<file path="src/rtl/pipePkg.sv">
package pipePkg;

	typedef logic [31:0] pcT;
	typedef logic [31:0] instrT;
	typedef logic [31:0] wordT; // gpr operand or extended immediate
	typedef logic [4:0]  excCodeT;
	typedef logic [4:0]  regAddrT;
	typedef logic [5:0]  opcodeT;
	typedef logic [5:0]  functT;
	typedef logic [15:0] imm16T;
	typedef logic [7:0]  cp0AddrT; // {rd, sel}
	typedef logic [4:0]  aluOpT;
	typedef logic [3:0]  dmSelT; // byte lanes

	// boot vector minus one instruction
	localparam pcT FetchResetPc = 32'hbfbf_fffc;

	localparam int OpcodeMsb = 31;
	localparam int OpcodeLsb = 26;
	localparam int RsMsb     = 25;
	localparam int RsLsb     = 21;
	localparam int RtMsb     = 20;
	localparam int RtLsb     = 16;
	localparam int RdMsb     = 15;
	localparam int RdLsb     = 11;
	localparam int ShamtMsb  = 10;
	localparam int ShamtLsb  = 6;
	localparam int FunctMsb  = 5;
	localparam int FunctLsb  = 0;
	localparam int ImmMsb    = 15;
	localparam int ImmLsb    = 0;
	localparam int CpSelMsb  = 2; // mtc0/mfc0 sel field
	localparam int CpSelLsb  = 0;

endpackage

</file>
<file path="src/rtl/fetchStageReg.sv">
`timescale 1ns/100ps

module fetchStageReg (
	input  logic             clk,
	input  logic             rstN,
	input  logic             wr,
	input  logic             flush,
	input  pipePkg::pcT      fetchPc,
	input  logic             fetchException,
	input  pipePkg::excCodeT fetchExcCode,
	output pipePkg::pcT      ifPc,
	output logic             ifException,
	output pipePkg::excCodeT ifExcCode
);

	// clear lands the next sequential fetch on the boot vector
	always_ff @(posedge clk) begin
		if (!rstN || flush) begin
			ifPc        <= pipePkg::FetchResetPc;
			ifException <= 1'b0;
			ifExcCode   <= '0;
		end else if (wr) begin
			ifPc        <= fetchPc;
			ifException <= fetchException; // address error on fetch
			ifExcCode   <= fetchExcCode;
		end
	end

	ifExcClearedByReset: assert property (
		@(posedge clk) !rstN |=> !ifException
	);

endmodule

</file>
<file path="src/rtl/decodeStageReg.sv">
`timescale 1ns/100ps

module decodeStageReg (
	input  logic              clk,
	input  logic              rstN,
	input  logic              wr,
	input  logic              flush,
	input  pipePkg::instrT    instr,
	input  pipePkg::pcT       ifPc,
	input  logic              ifException,
	input  pipePkg::excCodeT  ifExcCode,
	output pipePkg::pcT       idPc,
	output pipePkg::instrT    idInstr,
	output logic              idException,
	output pipePkg::excCodeT  idExcCode,
	output pipePkg::opcodeT   idOpcode,
	output pipePkg::functT    idFunct,
	output pipePkg::regAddrT  idRs,
	output pipePkg::regAddrT  idRt,
	output pipePkg::regAddrT  idRd,
	output pipePkg::regAddrT  idShamt,
	output pipePkg::imm16T    idImm16,
	output pipePkg::cp0AddrT  idCp0Addr
);

	// pc survives a flush so the epc of a squashed slot stays valid
	always_ff @(posedge clk) begin
		if (!rstN)
			idPc <= '0;
		else if (!flush && wr)
			idPc <= ifPc;
	end

	// fields split here so decode reads them straight from flops
	always_ff @(posedge clk) begin
		if (!rstN || flush) begin
			idInstr     <= '0;
			idException <= 1'b0;
			idExcCode   <= '0;
			idOpcode    <= '0;
			idFunct     <= '0;
			idRs        <= '0;
			idRt        <= '0;
			idRd        <= '0;
			idShamt     <= '0;
			idImm16     <= '0;
			idCp0Addr   <= '0;
		end else if (wr) begin
			idInstr     <= instr;
			idException <= ifException;
			idExcCode   <= ifExcCode;
			idOpcode    <= instr[pipePkg::OpcodeMsb:pipePkg::OpcodeLsb];
			idFunct     <= instr[pipePkg::FunctMsb:pipePkg::FunctLsb];
			idRs        <= instr[pipePkg::RsMsb:pipePkg::RsLsb];
			idRt        <= instr[pipePkg::RtMsb:pipePkg::RtLsb];
			idRd        <= instr[pipePkg::RdMsb:pipePkg::RdLsb];
			idShamt     <= instr[pipePkg::ShamtMsb:pipePkg::ShamtLsb];
			idImm16     <= instr[pipePkg::ImmMsb:pipePkg::ImmLsb];
			idCp0Addr   <= {instr[pipePkg::RdMsb:pipePkg::RdLsb],
				instr[pipePkg::CpSelMsb:pipePkg::CpSelLsb]}; // rd then sel
		end
	end

	idExcClearedByFlush: assert property (
		@(posedge clk) flush |=> !idException
	);

endmodule

</file>
<file path="src/rtl/executeStageReg.sv">
`timescale 1ns/100ps

module executeStageReg (
	input  logic              clk,
	input  logic              rstN,
	input  logic              wr,
	input  logic              flush,
	input  pipePkg::pcT       idPc,
	input  logic              idException,
	input  pipePkg::excCodeT  idExcCode,
	input  pipePkg::regAddrT  idRs,
	input  pipePkg::regAddrT  idRt,
	input  pipePkg::regAddrT  idRd,
	input  pipePkg::regAddrT  idShamt,
	input  logic              rfWr,
	input  logic              dmWr,
	input  logic              dmRd,
	input  pipePkg::aluOpT    aluOp,
	input  pipePkg::dmSelT    dmSel,
	input  pipePkg::wordT     gprRs,
	input  pipePkg::wordT     gprRt,
	input  pipePkg::wordT     imm32,
	output pipePkg::pcT       exPc,
	output logic              exException,
	output pipePkg::excCodeT  exExcCode,
	output pipePkg::regAddrT  exRs,
	output pipePkg::regAddrT  exRt,
	output pipePkg::regAddrT  exRd,
	output pipePkg::regAddrT  exShamt,
	output logic              exRfWr,
	output logic              exDmWr,
	output logic              exDmRd,
	output pipePkg::aluOpT    exAluOp,
	output pipePkg::dmSelT    exDmSel,
	output pipePkg::wordT     exGprRs,
	output pipePkg::wordT     exGprRt,
	output pipePkg::wordT     exImm32,
	output logic              exStall
);

	always_ff @(posedge clk) begin
		if (!rstN)
			exPc <= '0;
		else if (!flush && wr)
			exPc <= idPc; // kept across flush
	end

	always_ff @(posedge clk) begin
		if (!rstN || flush) begin
			exException <= 1'b0;
			exExcCode   <= '0;
			exRs        <= '0;
			exRt        <= '0;
			exRd        <= '0;
			exShamt     <= '0;
			exRfWr      <= 1'b0;
			exDmWr      <= 1'b0;
			exDmRd      <= 1'b0;
			exAluOp     <= '0;
			exDmSel     <= '0;
			exGprRs     <= '0;
			exGprRt     <= '0;
			exImm32     <= '0;
			exStall     <= 1'b0;
		end else if (wr) begin
			exException <= idException;
			exExcCode   <= idExcCode;
			exRs        <= idRs;
			exRt        <= idRt;
			exRd        <= idRd;
			exShamt     <= idShamt;
			exRfWr      <= rfWr;
			exDmWr      <= dmWr;
			exDmRd      <= dmRd;
			exAluOp     <= aluOp;
			exDmSel     <= dmSel;
			exGprRs     <= gprRs;
			exGprRt     <= gprRt;
			exImm32     <= imm32;
			exStall     <= 1'b0;
		end else begin
			exStall <= 1'b1; // holding the previous op
		end
	end

	exDmExclusive: assert property (
		@(posedge clk) disable iff (!rstN) !(exDmWr && exDmRd)
	);

endmodule

</file>
<file path="src/rtl/frontPipe.sv">
`timescale 1ns/100ps

module frontPipe (
	input  logic              clk,
	input  logic              rstN,
	input  logic              fetchWr,
	input  logic              fetchFlush,
	input  logic              decodeWr,
	input  logic              decodeFlush,
	input  logic              executeWr,
	input  logic              executeFlush,
	input  pipePkg::pcT       fetchPc,
	input  logic              fetchException,
	input  pipePkg::excCodeT  fetchExcCode,
	input  pipePkg::instrT    instr,
	input  logic              rfWr,
	input  logic              dmWr,
	input  logic              dmRd,
	input  pipePkg::aluOpT    aluOp,
	input  pipePkg::dmSelT    dmSel,
	input  pipePkg::wordT     gprRs,
	input  pipePkg::wordT     gprRt,
	input  pipePkg::wordT     imm32,
	output pipePkg::pcT       ifPc,
	output logic              ifException,
	output pipePkg::excCodeT  ifExcCode,
	output pipePkg::pcT       idPc,
	output pipePkg::instrT    idInstr,
	output logic              idException,
	output pipePkg::excCodeT  idExcCode,
	output pipePkg::opcodeT   idOpcode,
	output pipePkg::functT    idFunct,
	output pipePkg::regAddrT  idRs,
	output pipePkg::regAddrT  idRt,
	output pipePkg::regAddrT  idRd,
	output pipePkg::regAddrT  idShamt,
	output pipePkg::imm16T    idImm16,
	output pipePkg::cp0AddrT  idCp0Addr,
	output pipePkg::pcT       exPc,
	output logic              exException,
	output pipePkg::excCodeT  exExcCode,
	output pipePkg::regAddrT  exRs,
	output pipePkg::regAddrT  exRt,
	output pipePkg::regAddrT  exRd,
	output pipePkg::regAddrT  exShamt,
	output logic              exRfWr,
	output logic              exDmWr,
	output logic              exDmRd,
	output pipePkg::aluOpT    exAluOp,
	output pipePkg::dmSelT    exDmSel,
	output pipePkg::wordT     exGprRs,
	output pipePkg::wordT     exGprRt,
	output pipePkg::wordT     exImm32,
	output logic              exStall
);

	fetchStageReg i_fetch (
		.clk, .rstN, .wr(fetchWr), .flush(fetchFlush),
		.fetchPc, .fetchException, .fetchExcCode,
		.ifPc, .ifException, .ifExcCode
	);

	decodeStageReg i_decode (
		.clk, .rstN, .wr(decodeWr), .flush(decodeFlush),
		.instr, .ifPc, .ifException, .ifExcCode,
		.idPc, .idInstr, .idException, .idExcCode,
		.idOpcode, .idFunct, .idRs, .idRt, .idRd, .idShamt,
		.idImm16, .idCp0Addr
	);

	// controls and operands come from the decoder outside this block
	executeStageReg i_execute (
		.clk, .rstN, .wr(executeWr), .flush(executeFlush),
		.idPc, .idException, .idExcCode,
		.idRs, .idRt, .idRd, .idShamt,
		.rfWr, .dmWr, .dmRd, .aluOp, .dmSel,
		.gprRs, .gprRt, .imm32,
		.exPc, .exException, .exExcCode,
		.exRs, .exRt, .exRd, .exShamt,
		.exRfWr, .exDmWr, .exDmRd, .exAluOp, .exDmSel,
		.exGprRs, .exGprRt, .exImm32, .exStall
	);

endmodule

</file>
<file path="config.mk">
export PLATFORM = sky130hd
export DESIGN_NAME = frontPipe
export DESIGN_NICKNAME = d
export VERILOG_FILES = /design/src/rtl/pipePkg.sv /design/src/rtl/fetchStageReg.sv /design/src/rtl/decodeStageReg.sv /design/src/rtl/executeStageReg.sv /design/src/rtl/frontPipe.sv
export SDC_FILE = /design/constraint.sdc
export NUM_CORES = 1
export LEC_CHECK = 0
export ABC_AREA = 1
export BUFFER_PORTS_ARGS = -buffer_cell sky130_fd_sc_hd__buf_2
export CAP_MARGIN = 40
export CORE_AREA = 8 8 193 195
export DETAILED_ROUTE_END_ITERATION = 8
export DIE_AREA = 0 0 201 203
export GPL_TIMING_DRIVEN = 0
export SETUP_SLACK_MARGIN = 0.02
export SLEW_MARGIN = 20
export SYNTH_ARGS = -nofsm -noshare
export SYNTH_HDL_FRONTEND = slang
export SYNTH_SLANG_ARGS = --single-unit
</file>
<file path="constraint.sdc">
create_clock -name clk -period 2.09 [get_ports clk]
set_input_delay 0.1045 -clock clk [delete_from_list [all_inputs] [get_ports clk]]
set_output_delay 0.1045 -clock clk [all_outputs]
set_load 0.05 [all_outputs]
</file>
==> results.ini, run 1 <==
[status]
status = complete, no violations

[worst_setup_path]
crit_slowest_cell = dfxtp_1
r2r_slack_ps = 840
end_kind = output port
required_ps = 1990
cp_max_fo = 6
worstSetupStartpointType = flop
r2r-end = i_fetch.ifException$_SDFFE_PP0P_
cp_slowest_stage_delay_ps = 560
timing.rr.start = i_fetch.ifException$_SDFFE_PP0P_
reg2reg_depth = 3
path_class = reg -> out
critPathArrivalTime_ps = 1560
path_cells = buf_4 -> buf_2

[sta]
hold_viol_final = 0
worst_slew_pin_slew_ps = 671
timing.fmax_mhz = 602
finClkSkew_ps = 9.16
setup_tns_ps = 0
fin_ws_ps = 430
finalCriticalPeriod_ps = 1660
setup-violations-final = 0
post-route-period-util_pct = 79.4
maxSlewHeadroom_pct = 55.3
slew_violations = 0
rsz0062_at_grt = false

[grt]
overflow = 0
grt_start_max_net_pins = 16
grt_pass1_wl_mm = 69.1
track_usage_pct = 21.1
grt_pass1_vias = 11700
antenna_found_initial = 0

[clock_network]
insertion_delay_ps = 560
cts_max_path_buffers = 3
htreeDepth = 1
cts_sinks = 275
cts_setup_buffers = 0
root_buffer = clkbuf_16
cts_tree = built
clk_pin_slew_ps = 60
cts_inserted_buffers = 31

[placement]
place_ws_ps = 638
dp_hpwl_mm = 34.8
gp_congestion = 0.914
placed_cell_area_um2 = 13400
numPortBuffers = 514

[hold_path]
hold_depth = 4
hold_path.class = in -> reg
holdPathEnd = i_execute.exPc[8]$_SDFFE_PN0P_
hold_start = rstN

[pwr]
p_int_mw = 9.28
seqPwrFrac_pct = 42.3
p_leak_nw = 8.14
clkPwrFrac_pct = 39.9
peakVddDrop_uv = 638
p_comb_share_pct = 17.8
p_sw_share_pct = 30.0
p_per_area_nw_per_um2 = 808
p_sw_mw = 3.97

[layout]
final_cell_mix = buf_2 (566), nand2_1 (457), dfxtp_1 (275)
layout_commonest_cell = buf_2
fin_nets = 2289
antennaDiodeCount = 0
fin_area_um2 = 16400
num-fill-cells = 3340
drive_gt1_share_pct = 32.3
syn_to_final_growth_pct = 59.3

[routing]
drc = 0
drt_wl_total_mm = 45.8
drt_iter0_markers = 579
routed_via_density = 4.50
routedLengthMet1_mm = 18.9
wl_met2_mm = 22.0
via_count = 11600
drt-wirelength-per-cell_um = 17.7
wl_met3_mm = 3.39
dr.pass1.iters = 5
highest_layer = met4
postRouteAntennaNets = 0

[logic_synthesis]
syn_nets = 1544
synth_warnings = 0
ys_ff_latch = 275
ys_types = 16
synth_area_um2 = 10300
seq_area_frac_synth_pct = 53.4
syn_area_per_cell_um2 = 7.59
syn_inst = 1358

[die]
die_y_um = 203
start_util_pct = 30.2
die_w_um = 201
ioPinCount = 517
core_area_um2 = 34100
fp-row-count = 68
fp.dieArea_um2 = 40800

[job]
drv_cap = 0

cells in the mapped netlist:
cell type | instances | area share [%]
dfxtp_1 | 275 | 53
o211ai_1 | 28 | 2.0
inv_1 | 65 | 2.4
nand3_1 | 64 | 3.1
inv_4 | 1 | 0.061
nor2_1 | 130 | 4.7
nor2_2 | 2 | 0.12
a21oi_1 | 182 | 8.8
buf_2 | 52 | 2.5
nand2_1 | 457 | 17
buf_4 | 65 | 4.7
buf_1 | 9 | 0.33
inv_2 | 4 | 0.15
nand2_2 | 1 | 0.061
clkbuf_1 | 22 | 0.80
clkinv_1 | 1 | 0.036
critical path: cells and delay by family (launching register included):
family	cells	cell delay, ps
flops	1	560
buf+inv	2	430
registers in the layout, indices dropped and copies added, names as in the netlist, 3 cells and up:
signal / count
i_decode.idPc: 32
i_execute.exGprRs: 32
i_execute.exGprRt: 32
i_execute.exImm32: 32
i_execute.exPc: 32
i_fetch.ifPc: 32
i_decode.idImm16: 8
i_decode.idCp0Addr: 7
i_decode.idOpcode: 6
i_decode.idExcCode: 5
i_execute.exAluOp: 5
i_execute.exExcCode: 5
i_execute.exRd: 5
i_execute.exRs: 5
i_execute.exRt: 5
i_execute.exShamt: 5
i_fetch.ifExcCode: 5
i_decode.idRs: 4
i_decode.idRt: 4
i_execute.exDmSel: 4
i_decode.idInstr: 3
power groups by stage:
stage | logic [mW] | clock network (mW) | registers, mW
finish | 2.36 | 5.29 | 5.60
global route | 2.52 | 5.65 | 5.62
CTS | 2.36 | 5.42 | 5.60
detailed placement | 2.06 | 0 | 5.71
floorplan | 0.716 | 0 | 6.36
global placement | 2.06 | 0 | 5.71
how the worst max path moves through the flow:
stage / startpoint / end
after floorplan: i_decode.idCp0Addr[3]$_SDFFE_PP0P_ / idImm16[11]
after global placement: executeFlush / i_execute.exImm32[3]$_SDFFE_PP0P_
after detailed placement: executeFlush / i_execute.exImm32[3]$_SDFFE_PP0P_
after CTS: i_decode.idInstr[15]$_SDFFE_PP0P_ / idImm16[15]
after global routing: i_decode.idInstr[15]$_SDFFE_PP0P_ / idImm16[15]
final: i_decode.idInstr[15]$_SDFFE_PP0P_ / idRd[4]
layout make-up:
| class | instances | area (um^2) | share of cell area (%) |
|---|---|---|---|
| Buffer | 148 | 865 | 5.27 |
| Clock buffer | 46 | 892 | 5.44 |
| Clock inverter | 11 | 93.8 | 0.572 |
| Inverter | 71 | 269 | 1.64 |
| Multi-Input combinational cell | 864 | 3660 | 22.3 |
| Sequential cell | 275 | 5510 | 33.5 |
| Tap cell | 455 | 569 | 3.47 |
| Timing Repair Buffer | 712 | 4550 | 27.8 |
timing repair:
| item | in CTS | in global routing |
|---|---|---|
| hold endpoints to repair | 182 | 0 |
| gates resized for setup | 0 | 0 |
| hold buffers | 198 | 0 |
metal layers:
layer  GRT usage [%]  vias to the layer above
met1            25.2                     5350
li1                -                     5711
met4            7.70                        0
met3            5.50                       91
met2            36.3                      472
met5               0                        -
kinds of logic (layout without fill, tap and decap cells):
| group | count (synthesis) | in the layout | synth area share (%) |
|---|---|---|---|
| flip-flops | 275 | 275 | 53.4 |
| buffers and inverters | 219 | 988 | 11.0 |
| AO/OA/AOI/OAI | 210 | 210 | 10.9 |
| AND/OR/NAND/NOR | 654 | 654 | 24.7 |
through the flow:
step	total power [mW]	util [%]	hold slack (ps)	instances
after floorplan	7.08	-	241	1358
after global placement	7.76	39.4	335	2327
after detailed placement	7.78	39.4	341	2327
after CTS	13.4	48.1	32.4	2582
after global routing	13.8	48.1	53.4	2582
final	13.3	48.1	56.4	2582
(Power assumes the default switching activity.)
==> run 2, diff against run 1 <==
- ABC_AREA: 1 -> 0
- CORE_AREA: 8 8 193 195 -> 8 8 194 196
- DIE_AREA: 0 0 201 203 -> 0 0 202 204
- clock period: 2.09 -> 1.61 ns (I/O delays scaled with it)
==> results.ini, run 2 <==
[status]
status = complete, no violations  ; unchanged

[die]
fp-row-count = 69  ; was 68
die_y_um = 204  ; was 203 um
ioPinCount = 517  ; unchanged
die_w_um = 202  ; was 201 um
core_area_um2 = 34800  ; was 34100 um^2
fp.dieArea_um2 = 41200  ; was 40800 um^2
start_util_pct = 29.7  ; was 30.2%

[logic_synthesis]
ys_ff_latch = 275  ; unchanged
yosysMostFrequentCell = dfxtp_1  ; was nand2_1
synth_edf_count = 0  ; unchanged
seq_area_frac_synth_pct = 53.3  ; was 53.4%
synth_area_um2 = 10300  ; about the same
synth_warnings = 0  ; unchanged
synth-main-ff-cell = dfxtp_1  ; unchanged
syn_inst = 983  ; was 1358
synth_top_area_share_pct = 53.3  ; was 53.4%
synth_commonest_cells = dfxtp_1 (275), mux2i_1 (274), nor2_1 (183)  ; was nand2_1 (457), dfxtp_1 (275), a21oi_1 (182)
syn_nets = 1169  ; was 1544
ys_types = 10  ; was 16
syn_area_per_cell_um2 = 10.5  ; was 7.59 um^2
yosysTopAreaCell = dfxtp_1  ; unchanged
async_flop_share_pct = 0  ; unchanged
ys_top_cells_by_area = dfxtp_1 (53%), mux2i_1 (27%), nor2_1 (6.7%)  ; was dfxtp_1 (53%), nand2_1 (17%), a21oi_1 (8.8%)

[worst_setup_path]
required_ps = 1530  ; was 1990 ps
cp_slowest_stage_delay_ps = 480  ; was 560 ps
cp_max_fo = 6  ; unchanged
crit_slowest_cell = dfxtp_1  ; unchanged
critPathBufInv = 2  ; unchanged
path_class = reg -> out  ; unchanged
end_kind = output port  ; unchanged
critPathArrivalTime_ps = 1440  ; was 1560 ps
worstSetupStartpointType = flop  ; unchanged
crit_family = flip-flops  ; unchanged
path_cells = buf_4 -> buf_2  ; unchanged
r2r_slack_ps = 380  ; was 840 ps

[placement]
place_inst = 1957  ; was 2327
numPortBuffers = 513  ; was 514
dp_hpwl_mm = 28.8  ; was 34.8 mm
gp_congestion = 0.790  ; was 0.914

[sta]
rsz0062_at_grt = false  ; unchanged
setup-violations-final = 0  ; unchanged
maxSlewHeadroom_pct = 61.5  ; was 55.3%
hold_viol_final = 0  ; unchanged
timing.fmax_mhz = 659
worst_slew_pin_slew_ps = 577  ; was 671 ps
setup_tns_ps = 0  ; unchanged
slew_violations = 0  ; unchanged
finClkSkew_ps = 6.67  ; was 9.16 ps
finalCriticalPeriod_ps = 1520
post-route-period-util_pct = 94.3

[routing]
drt_wl_total_mm = 38.4  ; was 45.8 mm
via_count = 9406  ; was 11600
dr.pass1.iters = 4  ; was 5
routed_via_density = 4.26  ; was 4.50
drt_iter0_markers = 278  ; was 579
postRouteAntennaNets = 0  ; unchanged
drc = 0  ; unchanged
drt-wirelength-per-cell_um = 17.4  ; was 17.7 um

[clock_network]
cts_sinks = 275  ; unchanged
cts_setup_buffers = 0  ; unchanged
root_buffer = clkbuf_16  ; unchanged
insertion_delay_ps = 540  ; was 560 ps
cts_max_path_buffers = 3  ; unchanged
post_cts_resized = 0  ; unchanged
cts_tree = built  ; unchanged
clk_pin_slew_ps = 60  ; about the same
htreeDepth = 1  ; unchanged
cts_inserted_buffers = 29  ; was 31

[pwr]
p_leak_nw = 8.56  ; was 8.14 nW
clkPwrFrac_pct = 39.5  ; was 39.9%
p_sw_share_pct = 27.6  ; was 30.0%
peakVddDrop_uv = 666  ; was 638 uV
seqPwrFrac_pct = 43.1  ; was 42.3%
p_int_mw = 12.1  ; was 9.28 mW
p_sw_mw = 4.60  ; was 3.97 mW
p_per_area_nw_per_um2 = 1020  ; was 808 nW/um^2
p_comb_share_pct = 17.4  ; was 17.8%

[layout]
drive_gt1_share_pct = 38.7  ; was 32.3%
fin_nets = 1911  ; was 2289
syn_to_final_growth_pct = 58.8  ; was 59.3%
layout_commonest_cell = buf_2  ; unchanged
finalNonFillerCells = 2208  ; was 2582
final_cell_mix = buf_2 (539), dfxtp_1 (275), mux2i_1 (274)  ; was buf_2 (566), nand2_1 (457), dfxtp_1 (275)

[grt]
track_usage_pct = 17.7  ; was 21.1%
overflow = 0  ; unchanged
antenna_found_initial = 3  ; was 0
grt_pass1_wl_mm = 58.7  ; was 69.1 mm
grt_start_max_net_pins = 14  ; was 16
grt_pass1_vias = 10000  ; was 11700

[job]
drv_cap = 0  ; unchanged

[hold_path]
hold_path.class = in -> reg  ; unchanged

run 2: cell count changes in the layout (fill, tap and decap cells not counted), moves of 21 or more:
cell,change
clkbuf_1,-21
a21oi_1,-182
nand2_1,-333
buf_2,-27
inv_1,-65
o211ai_1,-28
nand3_1,-64
mux2i_1,+274
nor2_1,+53
run 2: path summary, 6_finish.rpt:
path | from | to | cells after the start
setup / recovery | i_decode.idInstr[15]$_SDFFE_PP0P_ | idRd[4] | 2
hold / removal | decodeFlush | i_decode.idPc[31]$_SDFFE_PN0P_ | 4
setup reg to reg | i_fetch.ifPc[2]$_SDFFE_PP1P_ | i_fetch.ifPc[2]$_SDFFE_PP1P_ | 3
hold reg to reg | i_execute.exPc[0]$_SDFFE_PN0P_ | i_execute.exPc[0]$_SDFFE_PN0P_ | 2
run 2: repair_timing:
item | 4_1_cts | 5_1_grt
hold buffers | 197 | 0
hold endpoints to repair | 178 | 0
endpoints found under the setup margin | 0 | 0
run 2: routing by layer:
layer | GRT usage, % | part of all wire [%] | vias to the layer above
met1 | 19.5 | 39 | 4365
met2 | 32.0 | 50 | 327
li1 | - | - | 4653
met3 | 5.48 | 7.8 | 61
met5 | 0 | 0 | -
met4 | 6.31 | 3.0 | 0
run 2: power by group through the flow:
stage          registers (mW)  clock network, mW  logic (mW)
2_1_floorplan            8.11                  0       0.978
3_3_place_gp             7.33                  0        2.50
3_5_place_dp             7.34                  0        2.52
4_1_cts                  7.19               6.79        2.92
5_1_grt                  7.22               7.08        3.08
6_report                 7.19               6.60        2.91
run 2: kinds of logic (layout without fill, tap and decap cells):
| logic type | count (synthesis) | in the layout | synth area share (%) |
|---|---|---|---|
| flip-flops | 275 | 275 | 53.3 |
| multiplexers | 274 | 274 | 26.6 |
| AND/OR/NAND/NOR | 313 | 313 | 11.5 |
| other | 0 | 3 | 0 |
| buffers and inverters | 121 | 882 | 8.57 |
run 2: worst register-to-register path, delay by kind of cell, from the launching register on:
family	cells	cell delay, ps
buffers and inverters	1	560
flip-flops	1	360
multiplexers	1	150
AND/OR/NAND/NOR	1	50
run 2: area by class of cell:
cell class	instances	area [um^2]
Clock buffer	39	803
Sequential cell	275	5510
Fill cell	3238	18400
Antenna cell	3	7.51
Tap cell	461	577
Clock inverter	11	130
Timing Repair Buffer	711	4550
Multi-Input combinational cell	587	3930
Buffer	121	885
run 2: through the flow:
step                      setup slack, ps  hold slack, ps  cell area (um^2)  power, mW  utilization [%]
after floorplan                       559             208             10300       9.09                -
after global placement                404             294             13500       9.83             38.7
after detailed placement              378             300             13500       9.85             38.7
after CTS                            63.4            3.31             16400       16.9             47.1
after global routing                 22.3            42.5             16400       17.4             47.1
final                                91.5            23.2             16400       16.7             47.1
==> run 3, diff against run 2 <==
- ABC_AREA: 0 -> 1
- RECOVER_POWER: unset -> 50
==> results.ini, run 3 (synthesis results as in run 1) <==
[layout]
layout_commonest_cell = nand2_1  ; was buf_2
fin_area_um2 = 16300  ; was 16400 um^2
drive_gt1_share_pct = 25.0  ; was 38.7%
final_cell_mix = nand2_1 (457), buf_2 (391), dfxtp_1 (271)  ; was buf_2 (539), dfxtp_1 (275), mux2i_1 (274)
fin_nets = 2284  ; was 1911
antennaDiodeCount = 0  ; was 3
syn_to_final_growth_pct = 58.4  ; was 58.8%

[worst_setup_path]
required_ps = 1530  ; about the same
end_kind = output port  ; unchanged
critPathArrivalTime_ps = 1460  ; was 1440 ps
crit_slowest_cell = dfxtp_1  ; unchanged
path_class = reg -> out  ; unchanged
path_cells = buf_4 -> buf_2  ; unchanged
cp_slowest_stage_delay_ps = 520  ; was 480 ps
worstSetupStartpointType = flop  ; unchanged
cp_max_fo = 6  ; unchanged
critPathBufInv = 2  ; unchanged
crit_family = flip-flops  ; unchanged

[sta]
hold_viol_final = 0  ; unchanged
setup-violations-final = 0  ; unchanged
finalCriticalPeriod_ps = 1540  ; was 1520 ps
rsz0062_at_grt = false  ; unchanged
setup_tns_ps = 0  ; unchanged
finClkSkew_ps = 8.55  ; was 6.67 ps
worst_slew_pin_slew_ps = 693  ; was 577 ps
fin_ws_ps = 71.9  ; was 91.5 ps
timing.fmax_mhz = 650  ; was 659 MHz
slew_violations = 0  ; unchanged
maxSlewHeadroom_pct = 54.0  ; was 61.5%
post-route-period-util_pct = 95.5  ; was 94.3%

[job]
drv_cap = 0  ; unchanged

[die]
ioPinCount = 517  ; unchanged
core_area_um2 = 34800  ; unchanged
die_y_um = 204  ; unchanged
die_w_um = 202  ; unchanged
start_util_pct = 29.6  ; was 29.7%
fp-row-count = 69  ; unchanged
fp.dieArea_um2 = 41200  ; unchanged

[grt]
overflow = 0  ; unchanged
grt_pass1_vias = 11400  ; was 10000
grt_pass1_wl_mm = 67.3  ; was 58.7 mm
grt_start_max_net_pins = 14  ; unchanged
track_usage_pct = 20.6  ; was 17.7%
antenna_found_initial = 1  ; was 3

[clock_network]
cts_inserted_buffers = 34  ; was 29
cts_setup_buffers = 0  ; unchanged
cts_tree = built  ; unchanged
clk_pin_slew_ps = 60  ; about the same
cts_max_path_buffers = 3  ; unchanged
htreeDepth = 2  ; was 1
root_buffer = clkbuf_16  ; unchanged
insertion_delay_ps = 500  ; was 540 ps
cts_sinks = 275  ; unchanged

[pwr]
peakVddDrop_uv = 605  ; was 666 uV
p_per_area_nw_per_um2 = 1120  ; was 1020 nW/um^2
p_leak_nw = 7.60  ; was 8.56 nW

[routing]
dr.pass1.iters = 5  ; was 4
drc = 0  ; unchanged
routed_via_density = 4.48  ; was 4.26
drt_iter0_markers = 641  ; was 278
via_count = 11600  ; was 9406
drt_wl_total_mm = 45.6  ; was 38.4 mm
postRouteAntennaNets = 0  ; unchanged
drt-wirelength-per-cell_um = 17.7  ; was 17.4 um

[placement]
gp_congestion = 0.909  ; was 0.790
place_ws_ps = 217  ; was 378 ps
dp_hpwl_mm = 34.8  ; was 28.8 mm
placed_cell_area_um2 = 13500  ; about the same
numPortBuffers = 514  ; was 513

[hold_path]
hold_path.class = in -> reg  ; unchanged

[status]
status = complete, no violations  ; unchanged

## run 3: changes by cell type in the layout (fill, tap and decap cells not counted), sizes merged, moves of 2 or more
cell,before,now
clkbuf,43,245
inv,0,71
nor2b,2,0
o211ai,0,28
nand2b,4,0
a21oi,0,182
diode,3,0
nand3,0,64
nand2,124,458
nor2,183,132
mux2i,274,0
buf,631,463
bufinv,3,5
dlygate4sd3,197,190
## run 3: repair_timing
item	4_1_cts	5_1_grt
endpoints found under the hold margin	182	0
resized for setup	1	3
endpoints found under the setup margin	2	7
hold buffers	190	0
## run 3: path summary, 6_finish.rpt
kind / start / end / slack, ps / cells after the start
worst max-delay path: i_decode.idCp0Addr[6]$_SDFFE_PP0P_ / idImm16[14] / 70 / 2
worst min-delay path: executeWr / i_execute.exShamt[4]$_SDFFE_PP0P_ / 90 / 4
worst max register to register: i_fetch.ifException$_SDFFE_PP0P_ / i_fetch.ifException$_SDFFE_PP0P_ / 380 / 3
worst min register to register: i_execute.exDmSel[2]$_SDFFE_PP0P_ / i_execute.exDmSel[2]$_SDFFE_PP0P_ / 460 / 2
## run 3: per-stage QoR
stage | util (%) | total power [mW] | cells | hold slack (ps)
after floorplan | - | 9.19 | 1358 | 217
after global placement | 38.7 | 10.1 | 2333 | 311
after detailed placement | 38.7 | 10.1 | 2333 | 313
after CTS | 47.5 | 18.4 | 2581 | 10.7
after global routing | 46.9 | 18.9 | 2581 | 92.7
final | 46.9 | 18.3 | 2581 | 87.1
## run 3: cell type report
cell class / instances / area (um^2)
clock inverter: 12 / 203
timing repair buffer: 704 / 4280
inverter: 71 / 269
fill: 3461 / 18500
tap: 461 / 577
sequential: 275 / 5510
multi-input combinational: 864 / 3660
clock buffer: 46 / 967
buffer: 148 / 851
## run 3: routing by layer
metal | routed length, um | global-route usage (%)
met2 | 21500 | 34.6
met3 | 3600 | 5.83
met1 | 18700 | 24.7
met4 | 1740 | 8.22
met5 | 10 | 0
## run 3: power by group
group          internal [mW]  switching, mW  leakage, nW  total (mW)
registers               7.07          0.211         2.25        7.28
clock network           5.02           2.95        0.576        7.97
logic                  0.949           2.06         4.78        3.00
## run 3: worst min-delay path: stages
cell and delay [ps]:
buf_4 150, buf_2 190, nand2_1 70, a21oi_1 50
